<file path="config.mk">
export PLATFORM = sky130hd
export DESIGN_NAME = icache_tag_array
export DESIGN_NICKNAME = d
export VERILOG_FILES = /design/src/hw/icache_tag_array.sv
export SDC_FILE = /design/constraint.sdc
export NUM_CORES = 2
export LEC_CHECK = 0
export BUFFER_PORTS_ARGS = -buffer_cell sky130_fd_sc_hd__buf_2
export CAP_MARGIN = 20
export CORE_ASPECT_RATIO = 1.25
export CORE_MARGIN = 4
export CORE_UTILIZATION = 46
export DETAILED_ROUTE_END_ITERATION = 12
export HOLD_SLACK_MARGIN = 0.06
export SYNTH_ARGS = -nofsm -noshare
export SYNTH_HDL_FRONTEND = slang
export SYNTH_SLANG_ARGS = --single-unit
</file>
<file path="constraint.sdc">
create_clock -name clk -period 8.2 [get_ports clk]
set_input_delay 0.41 -clock clk [delete_from_list [all_inputs] [get_ports clk]]
set_output_delay 0.41 -clock clk [all_outputs]
set_load 0.1 [all_outputs]
</file>
<file path="src/hw/icache_tag_array.sv">
//////////////////////////////////////////////////////////////////////
// Tag and valid RAMs, one per way, with hit compare
// Victim choice is round-robin per set
// A write without clear_i stores the stage 2 tag into the victim way
//////////////////////////////////////////////////////////////////////
`default_nettype none

module icache_tag_array
#(
   parameter int AW     = 32,
   parameter int P_LINE = 5,
   parameter int P_SETS = 6,
   parameter int P_WAYS = 1
)
(
   input  wire               clk,
   input  wire               arst_n_i,
   input  wire               rd_en_i,
   input  wire  [AW-1:0]     rd_addr_i,
   input  wire  [AW-1:0]     s2_addr_i,
   input  wire               we_i,
   input  wire               clear_i,
   output logic              hit_o,
   output logic [P_WAYS-1:0] hit_way_o,
   output logic [P_WAYS-1:0] victim_way_o
);

   localparam int WAYS  = 1 << P_WAYS;
   localparam int SETS  = 1 << P_SETS;
   localparam int TAG_W = AW - P_SETS - P_LINE;

   logic [TAG_W:0]      tag_mem [WAYS][SETS];   // {tag, valid}
   logic [TAG_W:0]      tag_q   [WAYS];
   logic [P_WAYS-1:0]   rr_q    [SETS];
   logic [WAYS-1:0]     hit_vec;
   logic [P_SETS-1:0]   wr_idx;
   logic [P_WAYS-1:0]   victim_sel;
   logic [TAG_W-1:0]    s2_tag;

   assign s2_tag     = s2_addr_i[AW-1 -: TAG_W];
   assign wr_idx     = clear_i ? rd_addr_i[P_LINE +: P_SETS] : s2_addr_i[P_LINE +: P_SETS];
   assign victim_sel = rr_q[wr_idx];

   for (genvar w = 0; w < WAYS; w++)
   begin : g_way
      always_ff @(posedge clk)
      begin
         if (we_i && (clear_i || (victim_sel == P_WAYS'(w))))
            tag_mem[w][wr_idx] <= clear_i ? '0 : {s2_tag, 1'b1};
      end

      // Cleared so nothing hits before the first lookup
      always_ff @(posedge clk or negedge arst_n_i)
      begin
         if (!arst_n_i)
            tag_q[w] <= '0;
         else if (rd_en_i)
            tag_q[w] <= tag_mem[w][rd_addr_i[P_LINE +: P_SETS]];
      end

      assign hit_vec[w] = tag_q[w][0] && (tag_q[w][TAG_W:1] == s2_tag);
   end

   always_comb
   begin
      hit_way_o = '0;
      for (int w = WAYS - 1; w >= 0; w--)
      begin
         if (hit_vec[w])
            hit_way_o = P_WAYS'(w);   // Lowest way wins
      end
   end

   assign hit_o = |hit_vec;

   always_ff @(posedge clk or negedge arst_n_i)
   begin
      if (!arst_n_i)
      begin
         for (int s = 0; s < SETS; s++)
            rr_q[s] <= '0;
         victim_way_o <= '0;
      end
      else if (we_i && !clear_i)
      begin
         rr_q[wr_idx] <= victim_sel + 1'b1;
         victim_way_o <= victim_sel;   // Held for the refill writes
      end
   end

   a_one_hit: assert property (@(posedge clk) disable iff (!arst_n_i) $onehot0(hit_vec));

endmodule

`default_nettype wire

</file>
==> impl_results.md <==
* Area of the mapped netlist at roughly 110000 sq um
* Max Cap Violations at 0
* Max stage delay on crit path at 890 ps
* Commonest non-fill, non-tap cell in the layout: edfxtp_1
* Filler cell count at ~19000
* HPWL after DPL at ~160000 um
* Most frequent CP cell: buf_4
* Worst min path class: input port to asynchronous set/reset pin
* Iter 0 DRT Violations at approximately 5900
* Final Hold Fails at 0
* Final wirelength at ~280000 um
* Clk pin slew, worst setup/hold paths at ~70 ps
* First-pass GRT wire length at 400000 um
* Site Rows at 203
* Final Skew at slightly above 40 ps
* Result of the run: completed
* DIE WIDTH at approximately 450 um
* Placer Congestion at around 0.86
* FF+latch count, synth at 2925
* Slew Limit Fails at 0
* Sequential power share at between 50 and 60%
* Final instance area at between 100000 and 150000 sq um
* CP startpoint kind: input port
* Relative slew slack at about a quarter
* Internal power at between 20 and 25 mW
* Tot GR Track Use at between 20 and 25%
* Worst r2r dst: tag_mem[0][435]
* FF+latch area at around 87000 sq um
* Root buf cell: clkbuf_16
* Post-synth EDFFs at between 2000 and 3000
* Pleak at about 36 nW
* Commonest cells after routing, fill and taps aside: edfxtp_1, mux4_2, clkbuf_16
* Reg2Reg Setup Slack at roughly 4000 ps
* Hold_buf cts at 2
* Core area at roughly 240000 sq um
* Setup crit start: clear_i
* Power share of the clock group at 40.7%
* Die area at 254000 sq um
* Syn Nets at roughly 4800
* Number of buffers created by CTS at 279
* Share of cells above drive strength 1 at between 30% and 40%
* Routed vias at ~52000
* Avg Cell Area, Syn at ~24 sq um
* Total power at between 30 and 40 mW
* Worst-Margin Slew at around 1100 ps
* RSZ-0062 raised after global routing: false
* Synth area leaders: edfxtp_1, mux4_2, dfrtp_1
* CP endpoint kind: register
* Fin crit share at roughly three fifths
* Largest net degree at the start of global routing at around 130
* WL per Instance at between 30 and 40 um
* Yosys Warn Count at 0
* CTS tree: done
* Worst r2r path cells at 9
* CTS H-tree depth at 5
* Final TNS setup at 0 ps
* Crit path cell chain: buf_4 -> buf_4 -> mux2_2 -> nor2_1 -> a2bb2oi_1 -> and4_4 -> buf_4 -> nor3_2 -> buf_4
* Synthesized netlist cell count at roughly 4700
* Post-route non-filler standard cell count at 8471
* IO Count at 72
* ANT nets after route at 0
* Worst VDD drop at 0.000166 V
* DP Cell Count at around 8000
* Clock latency on the worst-skew pair at 840 ps
* Max Fclk at 203 MHz
* CTS Buffer Depth at 4
* Power share of the combinational group at around 5.4%
* Sink Count at roughly 3000
* Multi-input gate area at around 25000 sq um
* P per Cell Area at between 200 and 250 nW/um^2
* Critical-path top delay cell: nor3_2
* Die height at roughly 560 um
* Setup Fix Bufs, Post-CTS at 0
* Setup CP Type: input port to register
* Post-CTS sizing at 0
* Switching power of the nets at between 6 and 7 mW
* Synth Flop Type: edfxtp_1
* DRT Pass-1 Iters at 5
* Top fanout value on the critical path at 42
* Routed vias/inst at 6.08
* Sequential fraction of the synthesis area at between 70% and 80%
* Area leader, netlist: edfxtp_1
* Post-synth cell types at 53
* Worst setup path endpoint: tag_mem[0][435]
* Fin nets at slightly above 5000
* Initial core utilization at between 40% and 50%
* Area growth syn-to-layout at 13.0%
* Reg2Reg Launch Point: rr_q[51]
* WP data arrival at around 5400 ps
* Global route overflow at 0
* Worst EP required at roughly 8700 ps
* Post-layout minimum cycle time at a little under 5000 ps
* Initial antenna violation count at 17
* DRC Markers at 0
* Switching Share at 21.1%
* Hold Slack at 150 ps
* Share of the synthesized area in the top cell type at roughly 75%
* Share of synthesized flip-flops with an asynchronous set or reset at under 10%
* Number of global-route vias before repair at approximately 53000
* DP Area at between 100000 and 150000 sq um
* Finish-stage setup viols at 0
* Input/output buffers at 40
[cell usage after synthesis, types with 8 or more instances]
cell / number
buf_2: 75
clkbuf_1: 149
o221ai_1: 11
nor2b_1: 25
nand4_1: 11
nor2_1: 86
edfxtp_1: 2816
nand2_1: 93
nand3_1: 15
mux2_2: 110
buf_1: 28
mux4_2: 924
nor3_1: 90
xnor2_1: 34
a21oi_1: 17
buf_4: 17
dfrtp_1: 109
xor2_1: 8
[routing by layer]
layer / share of wire (%) / wire [um] / vias up / GRT usage [%]
met5: 0.0093 / 26 / - / 0
met4: 3.3 / 9180 / 4 / 7.01
met3: 6.3 / 17700 / 449 / 3.22
met2: 50 / 140000 / 1837 / 36.2
met1: 40 / 113000 / 28500 / 30.8
li1: - / - / 20700 / -
[sequential cells by signal (all words and copies together) (netlist names)]
signal	cells
victim_way_o	1
tag_q	44
rr_q	64
tag_mem	2816
[per-stage QoR]
stage	setup slack, ps	utilization, %
3_5_place_dp	2570	48.5
6_report	3270	52.2
3_3_place_gp	2610	48.5
5_1_grt	3240	52.2
4_1_cts	3450	52.1
2_1_floorplan	2750	-
[how the worst min path moves through the flow]
stage / startpoint / slack (ps) / depth (start not counted) / endpoint
6_report: arst_n_i / 150 / 2 / rr_q[61]
5_1_grt: arst_n_i / 180 / 2 / rr_q[61]
4_1_cts: arst_n_i / 120 / 2 / rr_q[61]
3_5_place_dp: arst_n_i / 420 / 1 / victim_way_o
3_3_place_gp: arst_n_i / 430 / 1 / victim_way_o
2_1_floorplan: arst_n_i / 110 / 0 / rr_q[0]
[power groups by stage]
stage | clock [mW] | combinational [mW] | sequential (mW)
final | 12.6 | 1.68 | 16.6
after global routing | 13.4 | 1.77 | 16.6
after CTS | 12.8 | 1.70 | 16.6
after detailed placement | 0 | 1.69 | 16.9
after global placement | 0 | 1.65 | 16.9
after floorplan | 0 | 1.02 | 16.9
[kinds of logic (layout without fill, tap and decap cells)]
| group | after synthesis | after routing | synth area share (%) |
|---|---|---|---|
| AND/OR/NAND/NOR | 354 | 354 | 1.48 |
| multiplexers | 1039 | 1039 | 19.5 |
| XOR/XNOR | 42 | 42 | 0.325 |
| other | 0 | 16 | 0 |
| AO/OA/AOI/OAI | 67 | 67 | 0.457 |
| buffers and inverters | 275 | 748 | 1.08 |
| flip-flops | 2925 | 2925 | 77.1 |
[final cells by class]
cell class,count,area share (%)
Clock inverter,139,1.00
Timing Repair Buffer,264,1.74
Multi-Input combinational cell,1502,19.9
Inverter,2,0.00783
Sequential cell,2925,68.3
Tap cell,3280,3.21
Clock buffer,343,5.84
Antenna cell,16,0.0313
[worst max-delay path, delay by kind of cell]
family,cells,cell delay (ps)
AOI/OAI and AO/OA,1,320
buffers and inverters,4,1860
and+or+nand+nor,3,2170
muxes,1,450
No activity file was read; power rests on OpenSTA's default activity.
