==> src/hw/axi_pkg.sv <==
//////////////////////////////////////////////////////////////////////
// AXI4 read channel encodings for the refill master
// Only INCR bursts are issued, and only instruction accesses
//////////////////////////////////////////////////////////////////////
`default_nettype none

package axi_pkg;

   localparam int AXI_DW      = 64;
   localparam int AXI_P_BYTES = $clog2(AXI_DW / 8);  // ARSIZE of a full beat

   localparam logic [1:0] AXI_BURST_INCR = 2'b01;

   // Unprivileged, secure, instruction
   localparam logic [2:0] AXI_PROT_INSN = 3'b100;

   // Normal non-cacheable non-bufferable
   localparam logic [3:0] AXI_CACHE_NONCACHEABLE = 4'b0010;

endpackage

`default_nettype wire

==> src/hw/icache_pkg.sv <==
//////////////////////////////////////////////////////////////////////
// Instruction cache wide definitions
// The fetch window is a power of two instructions, two by default
// FSM states are shared with the testbench for its messages
//////////////////////////////////////////////////////////////////////
`default_nettype none

package icache_pkg;

   // Instruction and fetch window geometry
   localparam int INSN_DW       = 32;
   localparam int P_FETCH_WIDTH = 1;   // log2 of insns per window
   localparam int FETCH_DW      = INSN_DW << P_FETCH_WIDTH;
   localparam int P_FETCH_BYTES = $clog2(FETCH_DW / 8);

   // Main FSM of the cache controller
   typedef enum logic [2:0] {
      S_BOOT,     // Invalidate walk after reset
      S_IDLE,
      S_REPLACE,  // Victim tag write, burst start
      S_REFILL,
      S_REPLAY1,  // Re-read the missed address
      S_REPLAY2   // Re-read the following address
   } icache_state_e;

endpackage

`default_nettype wire

==> src/hw/icache_refill.sv <==
//////////////////////////////////////////////////////////////////////
// AXI4 read master that fetches one cache line per start
// Beat width must not exceed the fetch window
// R response and last are not checked
//////////////////////////////////////////////////////////////////////
`default_nettype none

module icache_refill
#(
   parameter int AW     = 32,
   parameter int P_LINE = 5,
   parameter int P_SETS = 6
)
(
   input  wire             clk,
   input  wire             arst_n_i,
   input  wire             start_i,
   input  wire  [AW-1:0]   line_addr_i,
   output logic            arvalid_o,
   input  wire             arready_i,
   output logic [AW-1:0]   araddr_o,
   output logic [7:0]      arlen_o,
   output logic [2:0]      arsize_o,
   output logic [1:0]      arburst_o,
   output logic [2:0]      arprot_o,
   output logic [3:0]      arcache_o,
   input  wire             rvalid_i,
   output logic            rready_o,
   input  wire  [axi_pkg::AXI_DW-1:0] rdata_i,
   output logic [P_SETS+P_LINE-icache_pkg::P_FETCH_BYTES-1:0] wr_addr_o,
   output logic [icache_pkg::FETCH_DW/8-1:0] wr_be_o,
   output logic [icache_pkg::FETCH_DW-1:0]   wr_data_o,
   output logic            done_o
);

   localparam int AXI_B   = axi_pkg::AXI_DW / 8;
   localparam int LANES   = icache_pkg::FETCH_DW / axi_pkg::AXI_DW;   // beats per window
   localparam int BEAT_W  = P_LINE - axi_pkg::AXI_P_BYTES;
   localparam int SLOT_W  = P_LINE - icache_pkg::P_FETCH_BYTES;
   localparam int WB      = icache_pkg::FETCH_DW / 8;

   logic [AW-P_LINE-1:0] line_q;
   logic [BEAT_W-1:0]    beat_q;
   logic                 busy_q;
   logic                 hds_r;
   logic                 last_beat;
   logic [SLOT_W-1:0]    slot;
   int                   lane;

   assign hds_r     = rvalid_i && rready_o;
   assign last_beat = &beat_q;
   assign rready_o  = busy_q && !arvalid_o;   // Beats only after the AR handshake

   always_ff @(posedge clk or negedge arst_n_i)
   begin
      if (!arst_n_i)
      begin
         arvalid_o <= 1'b0;
         busy_q    <= 1'b0;
         beat_q    <= '0;
         done_o    <= 1'b0;
      end
      else
      begin
         done_o <= hds_r && last_beat;
         if (start_i)
         begin
            arvalid_o <= 1'b1;
            busy_q    <= 1'b1;
            beat_q    <= '0;
         end
         else if (arvalid_o && arready_i)
            arvalid_o <= 1'b0;
         if (hds_r)
         begin
            beat_q <= beat_q + 1'b1;
            if (last_beat)
               busy_q <= 1'b0;
         end
      end
   end

   always_ff @(posedge clk)
   begin
      if (start_i)
         line_q <= line_addr_i[AW-1:P_LINE];
   end

   assign araddr_o  = {line_q, {P_LINE{1'b0}}};   // Always line aligned
   assign arlen_o   = 8'((1 << BEAT_W) - 1);
   assign arsize_o  = 3'(axi_pkg::AXI_P_BYTES);
   assign arburst_o = axi_pkg::AXI_BURST_INCR;
   assign arprot_o  = axi_pkg::AXI_PROT_INSN;
   assign arcache_o = axi_pkg::AXI_CACHE_NONCACHEABLE;

   // Beat to window slot and byte lanes
   assign slot      = SLOT_W'(beat_q / LANES);
   assign lane      = int'(beat_q) % LANES;
   assign wr_addr_o = {line_q[P_SETS-1:0], slot};
   assign wr_be_o   = hds_r ? (WB'({AXI_B{1'b1}}) << (lane * AXI_B)) : '0;
   assign wr_data_o = {LANES{rdata_i}};

   a_ar_hold: assert property (@(posedge clk) disable iff (!arst_n_i)
      (arvalid_o && !arready_i) |=> (arvalid_o && $stable(araddr_o)));

endmodule

`default_nettype wire

==> config.mk <==
export PLATFORM = sky130hd
export DESIGN_NAME = icache_refill
export DESIGN_NICKNAME = d
export VERILOG_FILES = /design/src/hw/axi_pkg.sv /design/src/hw/icache_pkg.sv /design/src/hw/icache_refill.sv
export SDC_FILE = /design/constraint.sdc
export NUM_CORES = 1
export LEC_CHECK = 0
export BUFFER_PORTS_ARGS = -buffer_cell sky130_fd_sc_hd__clkbuf_2
export CAP_MARGIN = 25
export CELL_PAD_IN_SITES_DETAIL_PLACEMENT = 0
export CELL_PAD_IN_SITES_GLOBAL_PLACEMENT = 1
export CORE_MARGIN = 10
export CORE_UTILIZATION = 21
export DETAILED_ROUTE_END_ITERATION = 8
export MAX_ROUTING_LAYER = met4
export PLACE_DENSITY_LB_ADDON = 0.1
export REMOVE_ABC_BUFFERS = 1
export SLEW_MARGIN = 30
export SYNTH_ARGS = -nofsm -noshare
export SYNTH_HDL_FRONTEND = slang
export SYNTH_SLANG_ARGS = --single-unit
==> constraint.sdc <==
create_clock -name clk -period 1.35 [get_ports clk]
set_clock_uncertainty 0.1 [all_clocks]
set_input_delay 0 -clock clk [delete_from_list [all_inputs] [get_ports clk]]
set_output_delay 0 -clock clk [all_outputs]
set_load 0.01 [all_outputs]
==> results.py <==
metrics = {
    "sta": {
        "fmax_ghz": 0.8023,
        "setup_viol": 0,
        "slew_violations": 0,
        "period_share_pct": 92.33,
        "finalWorstPathRequiredPeriod_ps": 1246,
        "final_hold_viol_count": 0,
        "setup_tns_ps": 0,
        "rsz0062_at_grt": "false",
    },
    "final_layout": {
        "syn_to_final_growth_pct": 50.79,
        "fin_nets": 353,
        "drive_above_1_share_pct": 35.32,
        "stdcell_count": 361,
    },
    "clock_tree": {
        "cts_tree": "built",
        "clockBufferDepth": 2,
        "path_clk_slew_ps": 60,
        "cts.sinks": 32,
        "clkLatencyLatePin_ps": 270,
        "cts-root-buf": "clkbuf_8",
        "cts_buffers": 5,
        "h-tree-depth": 2,
    },
    "logic_synthesis": {
        "synth_edf_count": 27,
        "synth_top_area_share_pct": 44.35,
        "yosysTopAreaCell": "edfxtp_1",
        "ys_types": 16,
        "synth_area_leaders": "edfxtp_1, buf_4, dfrtp_1",
        "synth-seq-cells": 32,
        "ys_warn_count": 0,
        "ys_seq_area_share_pct": 51.20,
        "synth.most_common_cell": "buf_4",
        "synthFlopType": "edfxtp_1",
        "netlist_instances": 150,
        "synth_commonest_cells": "buf_4, edfxtp_1, dfrtp_1, conb_1, inv_1",
        "syn-cell-area_mm2": 0.001828,
        "syn_avg_cell_area_um2": 12.19,
        "synth-async-reset-ratio_pct": 15.63,
    },
    "floorplan": {
        "dieArea_mm2": 0.01284,
        "fp.dieW_um": 113.3,
        "fp.coreArea_mm2": 0.008341,
        "num_rows": 33,
        "io_pins": 236,
        "die_y_um": 113.3,
        "start_util_pct": 21.92,
    },
    "placed_design": {
        "gp_congestion": 0.7863,
        "dp_cells": 253,
        "io_buffers": 77,
        "dp_hpwl_um": 7907,
    },
    "global_routing": {
        "met3_usage_pct": 8.241,
        "antenna_found_initial": 3,
        "top_usage_layer": "met2",
        "grt_max_degree": 24,
        "first_global_vias": 1460,
        "grt_use_met2_pct": 22.58,
        "grt_pass1_wl_um": 13200,
        "overflow": 0,
        "grt_use_total_pct": 15.28,
        "globalRouteMet1Util_pct": 18.09,
    },
    "detailed_routing": {
        "vias": 1367,
        "drc": 0,
        "drt-pass1-iter-count": 6,
        "drtIter0Drc": 105,
        "wl_per_cell_um": 28.51,
        "wl_um": 10290,
        "ant_nets": 0,
        "via_per_inst": 3.787,
    },
    "pwr": {
        "peakVddDrop_mv": 0.4572,
        "leakagePower_nw": 1.264,
        "power_density_mw_per_mm2": 978.2,
    },
    "worst_setup_path": {
        "cp.arrival_ps": 1150,
        "cp-startpoint": "arvalid_o",
        "r2r-start": "beat_q[0]",
        "worst-path-buf-inv": 2,
        "cp-endpoint": "wr_be_o[6]",
        "path_class": "reg -> out",
        "crit_fanout": 8,
        "slowest_stage": "dfrtp_1",
        "path_cells": "nand3b_4, clkinvlp_4, clkbuf_2",
        "reg2reg_depth": 2,
        "r2r_setup_slack_ps": 160,
        "start_kind": "register",
        "cpPeakStageDelay_ps": 400,
        "worstPathRequired_ps": 1250,
        "cp_num_cells": 3,
        "end_kind": "output port",
        "timing.rr.end": "beat_q[1]",
        "cp_top_family": "flip-flops",
    },
    "flow_run": {
        "cap_violations": 0,
    },
    "min_path": {
        "min_delay_path_depth": 2,
        "min_path_type": "in -> reg",
    },
    "outcome": {
        "status": "complete, no violations",
    },
}
-- cells in the final DEF, fill, tap and decap left out --
cell,Yosys,final
a21o_1,1,1
a31oi_1,1,1
and2b_1,1,1
and2b_2,1,1
and3_1,1,1
buf_12,0,1
buf_4,103,1
bufinv_16,0,1
clkbuf_2,0,77
clkbuf_8,0,5
clkinv_1,0,2
clkinvlp_4,0,1
conb_1,2,25
dfrtp_1,5,5
diode_2,0,4
dlygate4sd3_1,0,95
edfxtp_1,27,27
ha_1,1,1
inv_1,2,1
mux2_4,1,1
mux2i_1,1,1
nand2b_1,1,1
nand3b_4,1,1
nor2_1,1,1
-- final cells by class --
type	instances	area [um2]
multi-input cells	36	197.7
clock inverters	3	37.54
repair buffers	174	1364
diodes	4	10.01
inverters	2	11.26
well taps	105	131.4
fillers	840	5584
clock buffers	5	68.82
flip-flops and latches	32	935.9
-- report_power, final --
group	internal, mW	total (mW)	switching (mW)
combinational	0.305	0.640	0.335
clock	0.537	0.875	0.338
sequential	1.15	1.18	0.0268
-- registers in the layout, summed over array words and instances (netlist names) --
name / count
line_q: 27
busy_q: 1
done_o: 1
arvalid_o: 1
beat_q: 2
-- cell families (layout without fill, tap and decap cells) --
kind of cell               after synthesis  after routing  synth area share [%]
buffers and inverters                  105            184                 42.71
DFF                                     32             32                 51.20
and+or+nand+nor                          6              6                 2.875
other                                    2             29                0.4108
AOI/OAI and AO/OA                        2              2                0.7533
muxes                                    2              2                 1.369
adders and majority gates                1              1                0.6844
-- what timing repair did --
action                                 4_1_cts  5_1_grt
endpoints found under the hold margin      100        0
resized for setup                            0        1
hold buffers                                95        0
setup endpoints to repair                    0        8
setup buffers                                0        1
-- how the worst min path moves through the flow --
stage                        start          to  slack [ps]
after floorplan           arst_n_i   arvalid_o        -400
after global placement    arst_n_i   arvalid_o        -270
after detailed placement  arst_n_i      busy_q        -270
after CTS                  start_i   arvalid_o          20
after global routing       start_i  line_q[23]          40
final                      start_i   arvalid_o          30
-- metrics by stage --
step | total power, mW | area, um2 | hold slack [ps] | utilization (%) | setup WS [ps]
after floorplan | 1.314 | 1141 | -395.6 | - | 160.5
after global placement | 1.498 | 1678 | -272.4 | 20.12 | 185.6
after detailed placement | 1.499 | 1678 | -272.8 | 20.12 | 167.8
after CTS | 2.734 | 2735 | 17.70 | 32.79 | 5.572
after global routing | 2.841 | 2754 | 40.67 | 33.02 | 17.84
final | 2.696 | 2756 | 31.65 | 33.05 | 103.6
-- per-layer routing --
metal	up-vias	wire, um	share of wire, %
met5	-	0	0
met4	0	82	0.80
met3	8	1336	13
met2	169	4578	44
met1	628	4293	42
li1	562	-	-
Power figures use the tool's default switching activity.
