===== src/hw/icache_pkg.sv =====
//////////////////////////////////////////////////////////////////////
// Instruction cache wide definitions
// The fetch window is a power of two instructions, two by default
// FSM states are shared with the testbench for its messages
//////////////////////////////////////////////////////////////////////
`default_nettype none

package icache_pkg;

   // Instruction and fetch window geometry
   localparam int INSN_DW       = 32;
   localparam int P_FETCH_WIDTH = 1;   // log2 of insns per window
   localparam int FETCH_DW      = INSN_DW << P_FETCH_WIDTH;
   localparam int P_FETCH_BYTES = $clog2(FETCH_DW / 8);

   // Main FSM of the cache controller
   typedef enum logic [2:0] {
      S_BOOT,     // Invalidate walk after reset
      S_IDLE,
      S_REPLACE,  // Victim tag write, burst start
      S_REFILL,
      S_REPLAY1,  // Re-read the missed address
      S_REPLAY2   // Re-read the following address
   } icache_state_e;

endpackage

`default_nettype wire


===== src/hw/icache_ctrl.sv =====
//////////////////////////////////////////////////////////////////////
// Cache controller with boot walk, miss handling and replay
// The core must hold fetch_vld_i and fetch_addr_i while stall_o is high
// Stage 1 holds the accepted address, stage 2 the one under compare
//////////////////////////////////////////////////////////////////////
`default_nettype none

module icache_ctrl
#(
   parameter int AW     = 32,
   parameter int P_LINE = 5,
   parameter int P_SETS = 6
)
(
   input  wire            clk,
   input  wire            arst_n_i,
   input  wire            fetch_vld_i,
   input  wire [AW-1:0]   fetch_addr_i,
   input  wire            hit_i,
   input  wire            refill_done_i,
   output logic           stall_o,
   output logic           rd_en_o,
   output logic [AW-1:0]  rd_addr_o,
   output logic [AW-1:0]  s2_addr_o,
   output logic           s2_vld_o,
   output logic           tag_we_o,
   output logic           tag_clear_o,
   output logic           refill_start_o
);

   icache_pkg::icache_state_e state_q;
   icache_pkg::icache_state_e state_d;

   logic [P_SETS-1:0] boot_idx_q;
   logic [AW-1:0]     s1_addr_q;
   logic              s1_vld_q;
   logic              lookup;
   logic              miss;
   logic              advance;

   // REPLAY2 compares on the RAM data read in REPLAY1
   assign lookup  = (state_q == icache_pkg::S_IDLE) || (state_q == icache_pkg::S_REPLAY2);
   assign miss    = lookup && s2_vld_o && !hit_i;
   assign stall_o = !lookup || miss;
   assign advance = !stall_o;

   always_comb
   begin
      state_d = state_q;
      case (state_q)
         icache_pkg::S_BOOT:
            if (&boot_idx_q)
               state_d = icache_pkg::S_IDLE;
         icache_pkg::S_IDLE:
            if (miss)
               state_d = icache_pkg::S_REPLACE;
         icache_pkg::S_REPLACE:
            state_d = icache_pkg::S_REFILL;
         icache_pkg::S_REFILL:
            if (refill_done_i)
               state_d = icache_pkg::S_REPLAY1;
         icache_pkg::S_REPLAY1:
            state_d = icache_pkg::S_REPLAY2;
         default:
            state_d = icache_pkg::S_IDLE;
      endcase
   end

   always_ff @(posedge clk or negedge arst_n_i)
   begin
      if (!arst_n_i)
      begin
         state_q    <= icache_pkg::S_BOOT;
         boot_idx_q <= '0;
         s1_vld_q   <= 1'b0;
         s2_vld_o   <= 1'b0;
      end
      else
      begin
         state_q <= state_d;
         if (state_q == icache_pkg::S_BOOT)
            boot_idx_q <= boot_idx_q + 1'b1;
         if (advance)
         begin
            s1_vld_q <= fetch_vld_i;
            s2_vld_o <= s1_vld_q;
         end
      end
   end

   // Addresses are held frozen during a stall
   always_ff @(posedge clk)
   begin
      if (advance)
      begin
         s1_addr_q <= fetch_addr_i;
         s2_addr_o <= s1_addr_q;
      end
   end

   // RAM read address steering
   always_comb
   begin
      case (state_q)
         icache_pkg::S_BOOT:
            rd_addr_o = {{(AW-P_SETS-P_LINE){1'b0}}, boot_idx_q, {P_LINE{1'b0}}};
         icache_pkg::S_REPLAY1:
            rd_addr_o = s2_addr_o;
         default:
            rd_addr_o = s1_addr_q;   // Also the replay of stage 1 in REPLAY2
      endcase
   end

   assign rd_en_o        = advance || (state_q == icache_pkg::S_REPLAY1);
   assign tag_we_o       = (state_q == icache_pkg::S_BOOT) || (state_q == icache_pkg::S_REPLACE);
   assign tag_clear_o    = (state_q == icache_pkg::S_BOOT);
   assign refill_start_o = (state_q == icache_pkg::S_REPLACE);

   // Tag writes only while frozen and never together with a lookup read
   a_tag_we_frozen: assert property (@(posedge clk) disable iff (!arst_n_i)
      tag_we_o |-> (stall_o && !rd_en_o));

   a_start_pulse: assert property (@(posedge clk) disable iff (!arst_n_i)
      refill_start_o |-> ($past(miss) && !$past(refill_start_o)));

endmodule

`default_nettype wire


===== config.mk =====
export PLATFORM = sky130hd
export DESIGN_NAME = icache_ctrl
export DESIGN_NICKNAME = d
export VERILOG_FILES = /design/src/hw/icache_pkg.sv /design/src/hw/icache_ctrl.sv
export SDC_FILE = /design/constraint.sdc
export NUM_CORES = 1
export LEC_CHECK = 0
export ABC_CLOCK_PERIOD_IN_PS = 6900
export BUFFER_PORTS_ARGS = -buffer_cell sky130_fd_sc_hd__buf_2
export CAP_MARGIN = 10
export CORE_MARGIN = 2
export CORE_UTILIZATION = 40
export CTS_CLUSTER_DIAMETER = 40
export DETAILED_ROUTE_END_ITERATION = 6
export GPL_ROUTABILITY_DRIVEN = 1
export PLACE_DENSITY = 0.75
export SLEW_MARGIN = 20
export SYNTH_ARGS = -nofsm -noshare
export SYNTH_HDL_FRONTEND = slang
export SYNTH_SLANG_ARGS = --single-unit

===== constraint.sdc =====
create_clock -name clk -period 6.9 [get_ports clk]
set_input_delay 1.38 -clock clk [delete_from_list [all_inputs] [get_ports clk]]
set_output_delay 1.38 -clock clk [all_outputs]
set_load 0.02 [all_outputs]

==> results.md <==
- For this configuration, the core starts out at a cell density of 0.412.
- Counting flops and latches in the post-synthesis netlist gives 75.
- Of the total power, the clock network draws 0.164.
- The library cell used most frequently in the layout, excluding fill and tap cells, is buf_2.
- CTS saw 75 sinks.
- The tree is rooted in a clkbuf_8.
- Of the total power, combinational logic draws 0.416.
- Subtracting the final worst setup slack from the clock period gives 4.13 ns.
- At the pin with the least slew margin, the transition time is 0.820 ns.
- VDD sags by at most 197 uV.
- The fraction of the cycle the final worst path needs is 0.598.
- The TritonCTS clock tree is done.
- The internal portion of the total power is 1.11 mW.
- Setup violations remaining at the end of the flow were counted as 0.
- The detailed-placement wirelength estimate is 3970 um.
- Yosys printed 0 warnings.
- The clock network latency to the later pin of the worst-skew pair is 0.33 ns.
- The depth of the worst register-to-register path is 4.
- The total leakage power is 1.63 nW.
- Data arrives at the worst endpoint at 2.75 ns.
- The instance count of the mapped netlist is 220.
- In this run the worst hold path is classified as reg -> reg.
- The count of placed standard cells including taps is 416.
- Max-cap violations in this run came to 0.
- For this design the ratio of total power to cell area is 508 mW/mm^2.
- Synthesis instantiated 29 different standard cells from the library.
- In this run the critical register-to-register path is captured at s1_vld_q.
- The floorplan step set the die height to 90.2 um.
- The number of vias per cell is 4.74.
- The register-to-register setup slack is 4.83 ns.
- The reg-to-reg critical path startpoint is state_q[0].
- For this run, the total global-route usage over all layers was measured as 0.155.
- The number of setup buffers added after CTS is 0.
- The area used by multi-input combinational logic is 701 sq um.
- The number of gates resized after CTS was 0.
- The share of total power dissipated in sequential elements is 0.420.
- The placer's final routability congestion estimate is 0.700.
- The diode insertion count for antenna repair is 0.
- The placeable core area is 0.00721 sq mm.
- The type of the worst setup path is in -> out.
- The global-route wire length before repair is 9800 um.
- The count of buffers added on input and output ports is 106.
- The die outline area is 0.00814 sq mm.
- The number of clock buffers added by TritonCTS is 9.
- The width of the die is 90.2 um.
- Clock-pin slew was measured on the worst setup and hold paths at 0.07 ns.
- The switching part of the total is 0.422.
- Hold is met by 0.450 ns.
- The area used by sequential logic in the layout is 0.00220 sq mm.
- The routed design has 6050 um of wire.
- Of the cells placed in the final design, the portion with a size suffix greater than 1 is 0.381.
- The number of search-and-repair iterations in the first detailed-routing pass is 4.
- Synthesis produced a netlist with a net count of 258.
- Of the synthesized area, sequential elements account for 0.738.
- The aggregate global routing overflow is 0.
- After detailed routing, the number of remaining DRC violations is 0.
- For this design the total switching power over the nets is 0.805 mW.
- The detail route stage leaves a number of antenna-violating nets equal to 0.
- The number of cell rows is 31.
- Counting the fill cells in the layout gives 668.
- Compared with the post-synthesis result, the final layout area differs by 26.5%.
- The CTS H-tree depth is 3.
- The area of the mapped netlist is 0.00298 sq mm.
- The worst setup path endpoint is rd_en_o.
- The final hold violation count was 0.
- The final net count is 366.
- The critical path capture point type is an output port.
- At the worst endpoint, the required time is 5.52 ns.
- The run finished with clean final reports.
- For the final database, setup skew stands at 0.0120 ns.
- The completed layout was analyzed and its total power is 1.91 mW.
- The total negative slack for setup checks is 0 ns.
- For this run, the top clock speed supported by timing is 242 MHz.
- 107 I/O pins were placed.
- The longest clock path from root to sink contains 2 buffers.
- The number of standard cells in the final layout excluding fillers is 432.
- In this run the worst path has a maximum fanout of 66.
- The via count of the first global-routing pass is 1,961.
- The final-report max-slew violation count is 0.
- Setup repair after global routing left no endpoint under its margin.
- The wire length per cell is 14.0 um.
- The critical path starts at hit_i.
- The startpoint type of the worst setup path is an input pin.
- Entering global routing, the biggest net connects 67 pins.
- The violation count after the first detailed-route iteration is 98.
- The routed layout has 2,047 vias.
- Measured against its own limit, the worst slew margin works out to 0.454.
- The average size of a mapped cell is 13.5 sq um.
- Hold repair after CTS inserted 0 buffers.
- In the layout the commonest cells are buf_2, nand2_1, edfxtp_1.
- The number of antenna violations at the first check in global routing is 0.
==> worst max-delay path: stages <==
cell and delay (ns):
buf_2 0.09, nor2b_1 0.07, nor2_4 0.09, buf_4 0.64
inv_1 0.19, nand2_1 0.11, buf_2 0.17
==> registers in the layout, summed over array words and instances (netlist names) <==
register,flops
boot_idx_q,6
s2_addr_o,32
state_q,3
s1_addr_q,32
s1_vld_q,1
s2_vld_o,1
==> power groups by stage <==
stage | logic (mW) | registers, mW | clock network, mW
after floorplan | 0.502 | 0.869 | 0
after global placement | 0.800 | 0.800 | 0
after detailed placement | 0.808 | 0.810 | 0
after CTS | 0.810 | 0.803 | 0.324
after global routing | 0.865 | 0.825 | 0.341
final | 0.795 | 0.803 | 0.313
==> per-stage QoR <==
stage                     area, sq um  setup slack, ns   util
final                            3760             2.77  0.522
after global routing             3760             2.59  0.522
after CTS                        3760             2.70  0.522
after detailed placement         3580             2.71  0.496
after global placement           3580             2.76  0.496
after floorplan                  2980            0.181      -
==> worst min-delay path by stage <==
stage               slack [ns]             to  cells after the start           from
floorplan                 0.43   s2_addr_o[0]                      0   s1_addr_q[0]
global placement          0.43  s2_addr_o[17]                      0  s1_addr_q[17]
detailed placement        0.43  s2_addr_o[15]                      0  s1_addr_q[15]
CTS                       0.45  s2_addr_o[15]                      0  s1_addr_q[15]
global route              0.46  s2_addr_o[23]                      0  s1_addr_q[23]
finish                    0.45  s2_addr_o[31]                      0  s1_addr_q[31]
==> final cells by class <==
class,instances,share of cell area
Sequential cell,75,0.584
Multi-Input combinational cell,132,0.186
Timing Repair Buffer,109,0.147
Clock buffer,10,0.0339
Tap cell,99,0.0329
Clock inverter,6,0.0150
Inverter,1,0.000998
==> layer usage <==
| metal | track usage | routed length, um | part of all wire | vias to the layer above |
|---|---|---|---|---|
| li1 | - | - | - | 997 |
| met4 | 0.0769 | 113 | 0.019 | 0 |
| met2 | 0.243 | 2880 | 0.48 | 79 |
| met1 | 0.205 | 2690 | 0.44 | 961 |
| met3 | 0.0319 | 369 | 0.061 | 10 |
| met5 | 0 | 0 | 0 | - |
==> cells by family after synthesis <==
kind of cell	count (synthesis)	synth area share
simple gates	107	0.165
flops	75	0.738
compound gates	10	0.0181
mux	8	0.0278
fa+ha+maj	1	0.00420
buf+inv	13	0.0286
xor+xnor	6	0.0177
==> cells in the mapped netlist, drive strengths merged <==
library cell,number,area [sq um]
nand3,27,135
mux2,2,22.5
xor2,2,17.5
nand4b,2,17.5
xnor2,4,35.0
edfxtp,64,1920
clkbuf,1,3.75
and2,1,6.26
mux2i,6,60.1
o21ai,7,35.0
ha,1,12.5
a22o,1,8.76
nor3,1,16.3
a21oi,2,10.0
nor2b,2,12.5
dfrtp,11,275
and3,1,6.26
nand2b,1,6.26
nand4,3,18.8
inv,1,3.75
nand2,64,240
or2,1,6.26
nand3b,1,7.51
nor2,3,18.8
buf,11,77.6
Note: power is estimated with default switching activity, not from simulation.
